$ cat config.mk
export PLATFORM = sky130hd
export DESIGN_NAME = BattleCatsTop
export DESIGN_NICKNAME = d
export VERILOG_FILES = /design/src/common/BattleCatsPkg.sv /design/src/common/DisplayPkg.sv /design/src/TurnSequencer.sv /design/src/battle/BattleFront.sv /design/src/battle/DamageResolver.sv /design/src/battle/FighterArray.sv /design/src/display/SegmentDisplay.sv /design/src/BattleCatsTop.sv
export SDC_FILE = /design/constraint.sdc
export NUM_CORES = 2
export LEC_CHECK = 0
export ABC_AREA = 1
export BUFFER_PORTS_ARGS = -buffer_cell sky130_fd_sc_hd__buf_4
export CORE_MARGIN = 5
export CORE_UTILIZATION = 25
export CTS_CLUSTER_DIAMETER = 60
export DETAILED_ROUTE_END_ITERATION = 16
export HOLD_SLACK_MARGIN = 0.02
export MAX_ROUTING_LAYER = met4
export PLACE_DENSITY = 0.44
export RECOVER_POWER = 50
export REMOVE_ABC_BUFFERS = 1
export SYNTH_ARGS = -nofsm -noshare
export SYNTH_HDL_FRONTEND = slang
export SYNTH_HIERARCHICAL = 1
export SYNTH_SLANG_ARGS = --single-unit
$ cat constraint.sdc
create_clock -name ClkPort -period 17.5 [get_ports ClkPort]
set_input_delay 3.5 -clock ClkPort [delete_from_list [all_inputs] [get_ports ClkPort]]
set_output_delay 3.5 -clock ClkPort [all_outputs]
set_load 0.05 [all_outputs]
$ cat src/common/BattleCatsPkg.sv
`default_nettype none

package BattleCatsPkg;

	//////////////////////////////
	// lane and fighter types
	//////////////////////////////

	typedef logic [8:0] PosT;
	typedef logic [7:0] HpT;
	typedef logic [1:0] KindT;
	typedef logic [7:0] DmgT;

	// enemy tower sits at the far end of the lane
	localparam PosT LaneEnd = 9'd400;
	localparam PosT Reach = 9'd10;
	localparam HpT TowerHp = 8'd200;

	// turn phases of the sequencer
	typedef enum logic [1:0] {
		PhaseIdle,
		PhaseScan,
		PhaseCombat,
		PhaseMove
	} PhaseT;

	typedef struct packed {
		HpT hp;
		DmgT attack;
		PosT speed;
	} StatT;

	// basic, tank, axe, runner
	function automatic StatT fighterStat(input KindT kind);
		case (kind)
			2'd0: return '{hp: 8'd20, attack: 8'd3, speed: 9'd4};
			2'd1: return '{hp: 8'd60, attack: 8'd1, speed: 9'd2};
			2'd2: return '{hp: 8'd30, attack: 8'd6, speed: 9'd3};
			default: return '{hp: 8'd12, attack: 8'd2, speed: 9'd8};
		endcase
	endfunction

	// health never wraps below zero
	function automatic HpT satSub(input HpT hp, input DmgT dmg);
		return (dmg >= hp) ? '0 : hp - dmg;
	endfunction

endpackage

`default_nettype wire

$ cat src/common/DisplayPkg.sv
`default_nettype none

package DisplayPkg;

	typedef logic [3:0] NibbleT;

	// active low, abcdefg then Dp
	typedef logic [7:0] SegT;

	function automatic SegT segPattern(input NibbleT nibble);
		logic [6:0] abcdefg;
		case (nibble)
			4'h0: abcdefg = 7'b0000001;
			4'h1: abcdefg = 7'b1001111;
			4'h2: abcdefg = 7'b0010010;
			4'h3: abcdefg = 7'b0000110;
			4'h4: abcdefg = 7'b1001100;
			4'h5: abcdefg = 7'b0100100;
			4'h6: abcdefg = 7'b0100000;
			4'h7: abcdefg = 7'b0001111;
			4'h8: abcdefg = 7'b0000000;
			4'h9: abcdefg = 7'b0000100;
			4'hA: abcdefg = 7'b0001000;
			4'hB: abcdefg = 7'b1100000;
			4'hC: abcdefg = 7'b0110001;
			4'hD: abcdefg = 7'b1000010;
			4'hE: abcdefg = 7'b0110000;
			default: abcdefg = 7'b0111000;
		endcase
		// decimal point stays dark
		return {abcdefg, 1'b1};
	endfunction

endpackage

`default_nettype wire

$ cat src/TurnSequencer.sv
`default_nettype none

module TurnSequencer
	import BattleCatsPkg::*;
#(
	parameter int TickCycles = 2 ** 22
)(
	input wire ClkPort,
	input wire Reset,
	input wire frontDone,
	input wire gameOver,
	output logic frontStart,
	output logic combatEn,
	output logic moveEn
);

	localparam int CntW = $clog2(TickCycles);

	logic [CntW-1:0] tickCount;
	PhaseT phase;

	assign combatEn = (phase == PhaseCombat);
	assign moveEn = (phase == PhaseMove);

	//////////////////////////////
	// game tick
	//////////////////////////////

	always_ff @(posedge ClkPort or posedge Reset)
	begin
		if (Reset)
		begin
			tickCount <= '0;
			frontStart <= 1'b0;
		end
		else
		begin
			frontStart <= 1'b0;
			// frozen for good once a tower falls
			if (!gameOver)
			begin
				if (tickCount == CntW'(TickCycles - 1))
				begin
					tickCount <= '0;
					frontStart <= 1'b1;
				end
				else
					tickCount <= tickCount + 1'b1;
			end
		end
	end

	//////////////////////////////
	// turn phases
	//////////////////////////////

	always_ff @(posedge ClkPort or posedge Reset)
	begin
		if (Reset)
			phase <= PhaseIdle;
		else
		begin
			case (phase)
				PhaseIdle:   if (frontStart) phase <= PhaseScan;
				PhaseScan:   if (frontDone) phase <= PhaseCombat;
				PhaseCombat: phase <= PhaseMove;
				default:     phase <= PhaseIdle;
			endcase
		end
	end

endmodule

`default_nettype wire

$ cat src/battle/BattleFront.sv
`default_nettype none

module BattleFront
	import BattleCatsPkg::*;
#(
	parameter int NumSlots = 16
)(
	input wire ClkPort,
	input wire Reset,
	input wire frontStart,
	input wire [NumSlots*$bits(PosT)-1:0] unitPos,
	input wire [NumSlots-1:0] unitAlive,
	input wire [NumSlots*$bits(PosT)-1:0] enemyPos,
	input wire [NumSlots-1:0] enemyAlive,
	output PosT unitFront,
	output PosT enemyFront,
	output logic [$clog2(NumSlots)-1:0] unitTarget,
	output logic [$clog2(NumSlots)-1:0] enemyTarget,
	output logic unitsAlive,
	output logic enemiesAlive,
	output logic frontDone
);

	localparam int IdxW = $clog2(NumSlots);
	localparam int PosW = $bits(PosT);

	logic busy;
	logic [IdxW-1:0] idx;

	// running extremes over the slots seen so far
	PosT runUnitFront, nextUnitFront, runEnemyFront, nextEnemyFront;
	logic [IdxW-1:0] runUnitSlot, nextUnitSlot, runEnemySlot, nextEnemySlot;
	logic runUnitAny, nextUnitAny, runEnemyAny, nextEnemyAny;
	PosT slotUnitPos, slotEnemyPos;

	assign frontDone = busy && (idx == IdxW'(NumSlots - 1));

	always_comb
	begin
		slotUnitPos = unitPos[idx*PosW +: PosW];
		slotEnemyPos = enemyPos[idx*PosW +: PosW];
		{nextUnitFront, nextUnitSlot, nextUnitAny} = {runUnitFront, runUnitSlot, runUnitAny};
		{nextEnemyFront, nextEnemySlot, nextEnemyAny} = {runEnemyFront, runEnemySlot, runEnemyAny};
		// strict compare keeps the lowest slot on a tie
		if (unitAlive[idx] && (!runUnitAny || slotUnitPos > runUnitFront))
			{nextUnitFront, nextUnitSlot, nextUnitAny} = {slotUnitPos, idx, 1'b1};
		if (enemyAlive[idx] && (!runEnemyAny || slotEnemyPos < runEnemyFront))
			{nextEnemyFront, nextEnemySlot, nextEnemyAny} = {slotEnemyPos, idx, 1'b1};
	end

	always_ff @(posedge ClkPort or posedge Reset)
	begin
		if (Reset)
		begin
			busy <= 1'b0;
			idx <= '0;
			{runUnitFront, runUnitSlot, runUnitAny} <= '0;
			{runEnemyFront, runEnemySlot, runEnemyAny} <= {LaneEnd, IdxW'(0), 1'b0};
			{unitFront, unitTarget, unitsAlive} <= '0;
			{enemyFront, enemyTarget, enemiesAlive} <= {LaneEnd, IdxW'(0), 1'b0};
		end
		else if (frontStart)
		begin
			busy <= 1'b1;
			idx <= '0;
			{runUnitFront, runUnitSlot, runUnitAny} <= '0;
			{runEnemyFront, runEnemySlot, runEnemyAny} <= {LaneEnd, IdxW'(0), 1'b0};
		end
		else if (busy)
		begin
			idx <= idx + 1'b1;
			{runUnitFront, runUnitSlot, runUnitAny} <= {nextUnitFront, nextUnitSlot, nextUnitAny};
			{runEnemyFront, runEnemySlot, runEnemyAny} <= {nextEnemyFront, nextEnemySlot, nextEnemyAny};
			if (frontDone)
			begin
				busy <= 1'b0;
				{unitFront, unitTarget, unitsAlive} <= {nextUnitFront, nextUnitSlot, nextUnitAny};
				{enemyFront, enemyTarget, enemiesAlive} <= {nextEnemyFront, nextEnemySlot, nextEnemyAny};
			end
		end
	end

endmodule

`default_nettype wire

$ cat src/battle/DamageResolver.sv
`default_nettype none

module DamageResolver
	import BattleCatsPkg::*;
(
	input wire ClkPort,
	input wire Reset,
	input wire combatEn,
	input wire DmgT unitAttack,
	input wire DmgT enemyAttack,
	input wire unitsAlive,
	input wire enemiesAlive,
	output DmgT unitHitDamage,
	output DmgT enemyHitDamage,
	output HpT friendlyTowerHp,
	output HpT enemyTowerHp,
	output logic gameOver
);

	HpT friendlyTowerNext;
	HpT enemyTowerNext;

	//////////////////////////////
	// damage routing
	//////////////////////////////

	// with no defenders left the attack lands on the tower
	always_comb
	begin
		enemyHitDamage = enemiesAlive ? unitAttack : '0;
		unitHitDamage = unitsAlive ? enemyAttack : '0;

		if (enemiesAlive)
			enemyTowerNext = enemyTowerHp;
		else
			enemyTowerNext = satSub(enemyTowerHp, unitAttack);

		if (unitsAlive)
			friendlyTowerNext = friendlyTowerHp;
		else
			friendlyTowerNext = satSub(friendlyTowerHp, enemyAttack);
	end

	//////////////////////////////
	// tower state
	//////////////////////////////

	always_ff @(posedge ClkPort or posedge Reset)
	begin
		if (Reset)
		begin
			friendlyTowerHp <= TowerHp;
			enemyTowerHp <= TowerHp;
			gameOver <= 1'b0;
		end
		else if (combatEn)
		begin
			friendlyTowerHp <= friendlyTowerNext;
			enemyTowerHp <= enemyTowerNext;
			// sticky until reset
			if (friendlyTowerNext == '0 || enemyTowerNext == '0)
				gameOver <= 1'b1;
		end
	end

endmodule

`default_nettype wire

$ cat src/battle/FighterArray.sv
`default_nettype none

module FighterArray
	import BattleCatsPkg::*;
#(
	parameter int NumSlots = 16,
	parameter bit MarchUp = 1'b1
)(
	input wire ClkPort,
	input wire Reset,
	input wire spawn,
	input wire KindT spawnKind,
	input wire gameOver,
	input wire combatEn,
	input wire moveEn,
	input wire PosT oppFront,
	input wire [$clog2(NumSlots)-1:0] target,
	input wire DmgT hitDamage,
	output logic [NumSlots*$bits(PosT)-1:0] pos,
	output logic [NumSlots-1:0] alive,
	output DmgT attackSum
);

	localparam int IdxW = $clog2(NumSlots);
	localparam int PosW = $bits(PosT);

	PosT posReg [NumSlots];
	HpT hpReg [NumSlots];
	KindT kindReg [NumSlots];
	PosT stepPos [NumSlots];
	logic [NumSlots-1:0] engaged;
	StatT slotStat;
	StatT spawnStat;

	logic pending;
	KindT pendingKind;
	logic accept;
	logic anyFree;
	logic [IdxW-1:0] freeSlot;
	HpT hitHp;

	assign accept = spawn && !pending && !gameOver;
	assign hitHp = satSub(hpReg[target], hitDamage);
	assign spawnStat = fighterStat(pendingKind);

	//////////////////////////////
	// engagement, attack, step
	//////////////////////////////

	always_comb
	begin
		attackSum = '0;
		for (int i = 0; i < NumSlots; i++)
		begin
			slotStat = fighterStat(kindReg[i]);
			pos[i*PosW +: PosW] = posReg[i];
			if (MarchUp)
			begin
				engaged[i] = alive[i] && (posReg[i] + Reach >= oppFront);
				// never walk past the enemy front
				stepPos[i] = (posReg[i] + slotStat.speed >= oppFront) ? oppFront :
					posReg[i] + slotStat.speed;
			end
			else
			begin
				engaged[i] = alive[i] && (posReg[i] <= oppFront + Reach);
				stepPos[i] = (posReg[i] <= oppFront + slotStat.speed) ? oppFront :
					posReg[i] - slotStat.speed;
			end
			if (engaged[i])
				attackSum = attackSum + slotStat.attack;
		end
	end

	// lowest free slot wins
	always_comb
	begin
		anyFree = 1'b0;
		freeSlot = '0;
		for (int i = NumSlots - 1; i >= 0; i--)
		begin
			if (!alive[i])
			begin
				anyFree = 1'b1;
				freeSlot = IdxW'(i);
			end
		end
	end

	//////////////////////////////
	// slot state
	//////////////////////////////

	always_ff @(posedge ClkPort or posedge Reset)
	begin
		if (Reset)
		begin
			alive <= '0;
			pending <= 1'b0;
		end
		else
		begin
			if (accept)
				pending <= 1'b1;
			else if (moveEn)
				pending <= 1'b0;
			if (combatEn && alive[target] && hitHp == '0)
				alive[target] <= 1'b0;
			if (moveEn && pending && anyFree)
				alive[freeSlot] <= 1'b1;
		end
	end

	always_ff @(posedge ClkPort)
	begin
		if (accept)
			pendingKind <= spawnKind;
		if (combatEn && alive[target])
			hpReg[target] <= hitHp;
		if (moveEn)
		begin
			for (int i = 0; i < NumSlots; i++)
				if (alive[i] && !engaged[i])
					posReg[i] <= stepPos[i];
			// newcomer stands at its own tower this turn
			if (pending && anyFree)
			begin
				posReg[freeSlot] <= MarchUp ? PosT'(0) : LaneEnd;
				hpReg[freeSlot] <= spawnStat.hp;
				kindReg[freeSlot] <= pendingKind;
			end
		end
	end

endmodule

`default_nettype wire

$ cat src/display/SegmentDisplay.sv
`default_nettype none

module SegmentDisplay
	import BattleCatsPkg::*;
	import DisplayPkg::*;
#(
	parameter int ScanBits = 18
)(
	input wire ClkPort,
	input wire Reset,
	input wire HpT friendlyTowerHp,
	input wire HpT enemyTowerHp,
	output logic [3:0] An,
	output SegT Cathodes
);

	logic [ScanBits+1:0] scanCount;
	logic [1:0] digit;
	NibbleT nibble;

	always_ff @(posedge ClkPort or posedge Reset)
	begin
		if (Reset)
			scanCount <= '0;
		else
			scanCount <= scanCount + 1'b1;
	end

	// top two bits pick the lit digit
	assign digit = scanCount[ScanBits+1 -: 2];

	always_comb
	begin
		An = 4'b1111;
		An[digit] = 1'b0;
		case (digit)
			2'd3: nibble = friendlyTowerHp[7:4];
			2'd2: nibble = friendlyTowerHp[3:0];
			2'd1: nibble = enemyTowerHp[7:4];
			default: nibble = enemyTowerHp[3:0];
		endcase
		Cathodes = segPattern(nibble);
	end

endmodule

`default_nettype wire

$ cat src/BattleCatsTop.sv
`default_nettype none

module BattleCatsTop
	import BattleCatsPkg::*;
	import DisplayPkg::*;
#(
	parameter int NumSlots = 16,
	parameter int TickCycles = 2 ** 22,
	parameter int ScanBits = 18
)(
	input wire ClkPort,
	input wire Reset,
	input wire SpawnUnit,
	input wire SpawnEnemy,
	input wire KindT Kind,
	output logic [3:0] An,
	output SegT Cathodes,
	output logic GameOver
);

	localparam int IdxW = $clog2(NumSlots);
	localparam int PosW = $bits(PosT);

	logic frontStart;
	logic frontDone;
	logic combatEn;
	logic moveEn;

	logic [NumSlots*PosW-1:0] unitPos;
	logic [NumSlots*PosW-1:0] enemyPos;
	logic [NumSlots-1:0] unitAlive;
	logic [NumSlots-1:0] enemyAlive;

	PosT unitFront;
	PosT enemyFront;
	logic [IdxW-1:0] unitTarget;
	logic [IdxW-1:0] enemyTarget;
	logic unitsAlive;
	logic enemiesAlive;

	DmgT unitAttack;
	DmgT enemyAttack;
	DmgT unitHitDamage;
	DmgT enemyHitDamage;
	HpT friendlyTowerHp;
	HpT enemyTowerHp;

	TurnSequencer #(.TickCycles(TickCycles)) turnSeq0 (
		.ClkPort(ClkPort), .Reset(Reset), .frontDone(frontDone), .gameOver(GameOver),
		.frontStart(frontStart), .combatEn(combatEn), .moveEn(moveEn)
	);

	BattleFront #(.NumSlots(NumSlots)) front0 (
		.ClkPort(ClkPort), .Reset(Reset), .frontStart(frontStart),
		.unitPos(unitPos), .unitAlive(unitAlive), .enemyPos(enemyPos), .enemyAlive(enemyAlive),
		.unitFront(unitFront), .enemyFront(enemyFront),
		.unitTarget(unitTarget), .enemyTarget(enemyTarget),
		.unitsAlive(unitsAlive), .enemiesAlive(enemiesAlive), .frontDone(frontDone)
	);

	DamageResolver resolver0 (
		.ClkPort(ClkPort), .Reset(Reset), .combatEn(combatEn),
		.unitAttack(unitAttack), .enemyAttack(enemyAttack),
		.unitsAlive(unitsAlive), .enemiesAlive(enemiesAlive),
		.unitHitDamage(unitHitDamage), .enemyHitDamage(enemyHitDamage),
		.friendlyTowerHp(friendlyTowerHp), .enemyTowerHp(enemyTowerHp), .gameOver(GameOver)
	);

	// units march up from the friendly tower
	FighterArray #(.NumSlots(NumSlots), .MarchUp(1'b1)) unitSide0 (
		.ClkPort(ClkPort), .Reset(Reset), .spawn(SpawnUnit), .spawnKind(Kind),
		.gameOver(GameOver), .combatEn(combatEn), .moveEn(moveEn),
		.oppFront(enemyFront), .target(unitTarget), .hitDamage(unitHitDamage),
		.pos(unitPos), .alive(unitAlive), .attackSum(unitAttack)
	);

	FighterArray #(.NumSlots(NumSlots), .MarchUp(1'b0)) enemySide0 (
		.ClkPort(ClkPort), .Reset(Reset), .spawn(SpawnEnemy), .spawnKind(Kind),
		.gameOver(GameOver), .combatEn(combatEn), .moveEn(moveEn),
		.oppFront(unitFront), .target(enemyTarget), .hitDamage(enemyHitDamage),
		.pos(enemyPos), .alive(enemyAlive), .attackSum(enemyAttack)
	);

	SegmentDisplay #(.ScanBits(ScanBits)) display0 (
		.ClkPort(ClkPort), .Reset(Reset),
		.friendlyTowerHp(friendlyTowerHp), .enemyTowerHp(enemyTowerHp),
		.An(An), .Cathodes(Cathodes)
	);

endmodule

`default_nettype wire

==> impl_metrics.toml <==
[routing]
drt-pass1-iter-count = 6
routed_wl_mm = 293
dr.first_iter.drc_count = 5613
ant_nets = 0
vias_per_cell = 4.81
remaining_drc_errors = 0
wl_per_cell_um = 19.8
num_vias = 71092

[yosys]
ys.flop_type = "dfxtp_1"
synth.top_cell.area_share_pct = 17.6
yosys.area_share.adder_pct = 19.6
synth-xor-area-share_pct = 5.28
ys_ff_latch = 769
synth_mux_area_share_pct = 0.267
netlist_area_um2 = 75900
synth_top_family_by_area = "simple AND/OR/NAND/NOR gates"
synth_compound_area_share_pct = 17.1
synth_edf_count = 196
yosys.area.top_type = "ha_1"
synth_area_leaders = "ha_1, dfxtp_1, nand2_1, inv_1, edfxtp_1"
yosysUniqueCellTypes = 84
synthSimpleGateAreaFrac_pct = 23.9
async_flop_share_pct = 20.4
syn_inst = 10643
synth-seq-area-share_pct = 23.9
syn_avg_cell_area_um2 = 7.13
yosysWarnings = 6

[floorplan]
pin_count = 19
fp.dieW_um = 561
core_area_um2 = 303000
start_util_pct = 25.1
die_area_um2 = 315000
die_h_um = 561
num_rows = 202

[setup_path]
start_kind = "flip-flop"
critPathRequiredTime_ns = 18.13
reg2reg_from = "front0/unitFront[1]"
max_stage_delay_ns = 0.58
r2r_setup_slack_ns = 1.09
cp_max_fo = 8
worst_path_most_repeated_cell = "nand2_1"
crit_path_end_kind = "flip-flop"
cp_slowest_cell = "fa_1"
reg2reg_to = "unitSide0/alive[12]"
cp.arrival_ns = 17.03
crit_type = "reg2reg"
ff2ff_path_depth = 101

[clock_tree]
cts_max_level = 3
cts_tree = "yes"
numCtsBuffers = 121
clkSinkCount = 769
clkTransAtPathRegs_ns = 0.06
cts_hold_buf = 0
cts_root_buffer = "clkbuf_16"
clockBufferDepth = 3
clock_latency_ns = 0.78

[sta]
worst_slew_pin_slew_ns = 3.78
fin_crit_sh_pct = 93.7
skew_ns = 0.0444
holdWs_ns = 0.475
slew_headroom_pct = -152
timing_hold_violations_final = 0
grt_setup_unrepaired = "true"
fmax_mhz = 61.0
period_minus_slack_ns = 16.41
final_max_slew_viol_count = 396
setup_viol = 0

[final_layout]
multi_input_area_um2 = 50500
fillers = 33290
area_growth_pct = 12.9
layout-drive-gt1-share_pct = 8.11
final-seq-area_um2 = 18200
final_nets = 11849
final_cells = 14791
fin_area_um2 = 85700
postLayoutCoreUtil_pct = 28.3

[hold_path]
min_to = "turnSeq0/tickCount[18]"
hp-start = "turnSeq0/tickCount[18]"
hp-class = "reg2reg"
whs_path_depth = 1

[global_route]
overflow = 0
grt_pass1_wl_mm = 439
grt_start_max_net_pins = 65
grt_pass1_vias = 67373
antenna_found_initial = 6
grtUsageTotal_pct = 18.5

[power_and_ir_drop]
leakagePower_uw = 0.0408
peakVddDrop_mv = 0.0845
p_per_area_nw_per_um2 = 50.9

[place]
place.detailed.hpwl_mm = 222
placed_cells = 14545
place.gp.congestion = 0.874
dpl-instance-area_um2 = 81400
io_buffers = 17

[run]
maxCapViolations = 13

[run_status]
violations = "capacitance limit, slew limit"
status = "finished, violations left"
-- report_power, final --
group	internal (uW)	total [uW]	switching [uW]
clock	1470	2540	1070
combinational	0.618	10.5	9.89
sequential	1820	1820	0
total	3290	4370	1080
-- metrics by stage --
step                setup slack, ns  total power, uW  TNS [ns]
global placement             -0.411             1870     -6.18
finish                         1.09             4370         0
CTS                          0.0488             4440         0
detailed placement           -0.552             1870     -9.85
floorplan                    -0.694             1860    -24.69
global route                -0.0522             4510    -0.337
-- what timing repair did --
action	CTS	global route
endpoints found under the setup margin	85	295
resized for setup	6	83
gates cloned	0	1
pin swaps	0	20
buffers inserted	0	9
hold endpoints to repair	0	0
-- cells by family (layout without fill, tap and decap cells) --
family                   count (synthesis)  after routing
XOR/XNOR                               456            456
other                                    1              6
adder cells (fa/ha/maj)               1143           1143
AO/OA/AOI/OAI                         2141           2141
flip-flops                             769            769
buffers and inverters                 1972           2137
multiplexers                            18             18
AND/OR/NAND/NOR                       4143           4143
-- registers in the layout, indices dropped and copies added (netlist names), 8 cells and up --
name,count
enemySide0/hpReg,128
enemySide0/alive,16
unitSide0/posReg,144
front0/unitFront,9
turnSeq0/tickCount,22
enemySide0/kindReg,32
front0/runUnitFront,9
unitSide0/hpReg,128
front0/enemyFront,9
resolver0/enemyTowerHp,8
display0/scanCount,20
enemySide0/posReg,144
resolver0/friendlyTowerHp,8
unitSide0/alive,16
unitSide0/kindReg,32
front0/runEnemyFront,9
-- synthesized netlist by cell type (all sizes together), types with 13 or more instances --
| cell type | count |
|---|---|
| nand3b | 32 |
| mux2 | 18 |
| nor2 | 912 |
| ha | 1067 |
| o21bai | 44 |
| or2 | 44 |
| fa | 76 |
| or4 | 13 |
| o211ai | 361 |
| inv | 1660 |
| nand2 | 2337 |
| a31oi | 71 |
| buf | 69 |
| a211oi | 33 |
| a22oi | 137 |
| clkinv | 30 |
| a21o | 18 |
| o21ai | 767 |
| nor3 | 133 |
| clkbuf | 213 |
| dfxtp | 416 |
| xor2 | 360 |
| dfrtp | 145 |
| nand4 | 81 |
| xnor2 | 96 |
| o22ai | 98 |
| a21oi | 486 |
| o221ai | 59 |
| nand3 | 564 |
| edfxtp | 196 |
| nor4 | 13 |
-- placed cells by master (no fill, tap or decap), drive strengths merged, types with 59 or more instances in the layout --
master	n
dfxtp	416
o22ai	98
xor2	360
nand2	2337
buf	187
ha	1067
edfxtp	196
a21oi	486
o21ai	767
a31oi	71
fa	76
inv	1690
nand3	564
dfrtp	145
clkinv	63
nand4	81
a22oi	137
o221ai	59
o211ai	361
nor2	912
clkbuf	181
xnor2	96
nor3	133
-- routing by layer --
layer  track usage, %  up-vias  part of all wire [%]
li1                 -    35694                     -
met1             25.4    33446                    48
met2             29.4     1620                    45
met3             1.78      332                   4.4
met4             4.13        0                   2.5
met5                -        -                     0
-- cell type report --
class	count	share of cell area (%)
repair buffers	216	1.81
inverters	1690	7.42
multi-input cells	7902	58.9
clock buffers	152	3.90
flip-flops and latches	769	21.2
clock inverters	79	0.956
diodes	5	0.0146
well taps	3978	5.81
-- critical path: cells and delay by family (launching register included) --
kind | cells | cell delay, ns
simple gates | 51 | 6.19
xor+xnor | 3 | 0.46
buf+inv | 23 | 1.58
flops | 1 | 0.45
fa+ha+maj | 19 | 7.02
compound gates | 5 | 0.55
-- worst max path at each step --
stage | from | to | slack [ns] | cells past startpoint
after CTS | unitSide0/posReg[0][1] | enemySide0/alive[9] | 0.05 | 86
after detailed placement | unitSide0/posReg[0][1] | enemySide0/alive[9] | -0.55 | 85
after global routing | front0/unitFront[1] | unitSide0/alive[9] | -0.05 | 102
after floorplan | front0/unitFront[1] | unitSide0/alive[3] | -0.69 | 99
final | front0/unitFront[1] | unitSide0/alive[12] | 1.09 | 101
after global placement | unitSide0/posReg[0][1] | enemySide0/alive[4] | -0.41 | 84
Note: power is estimated with default switching activity, not from simulation.
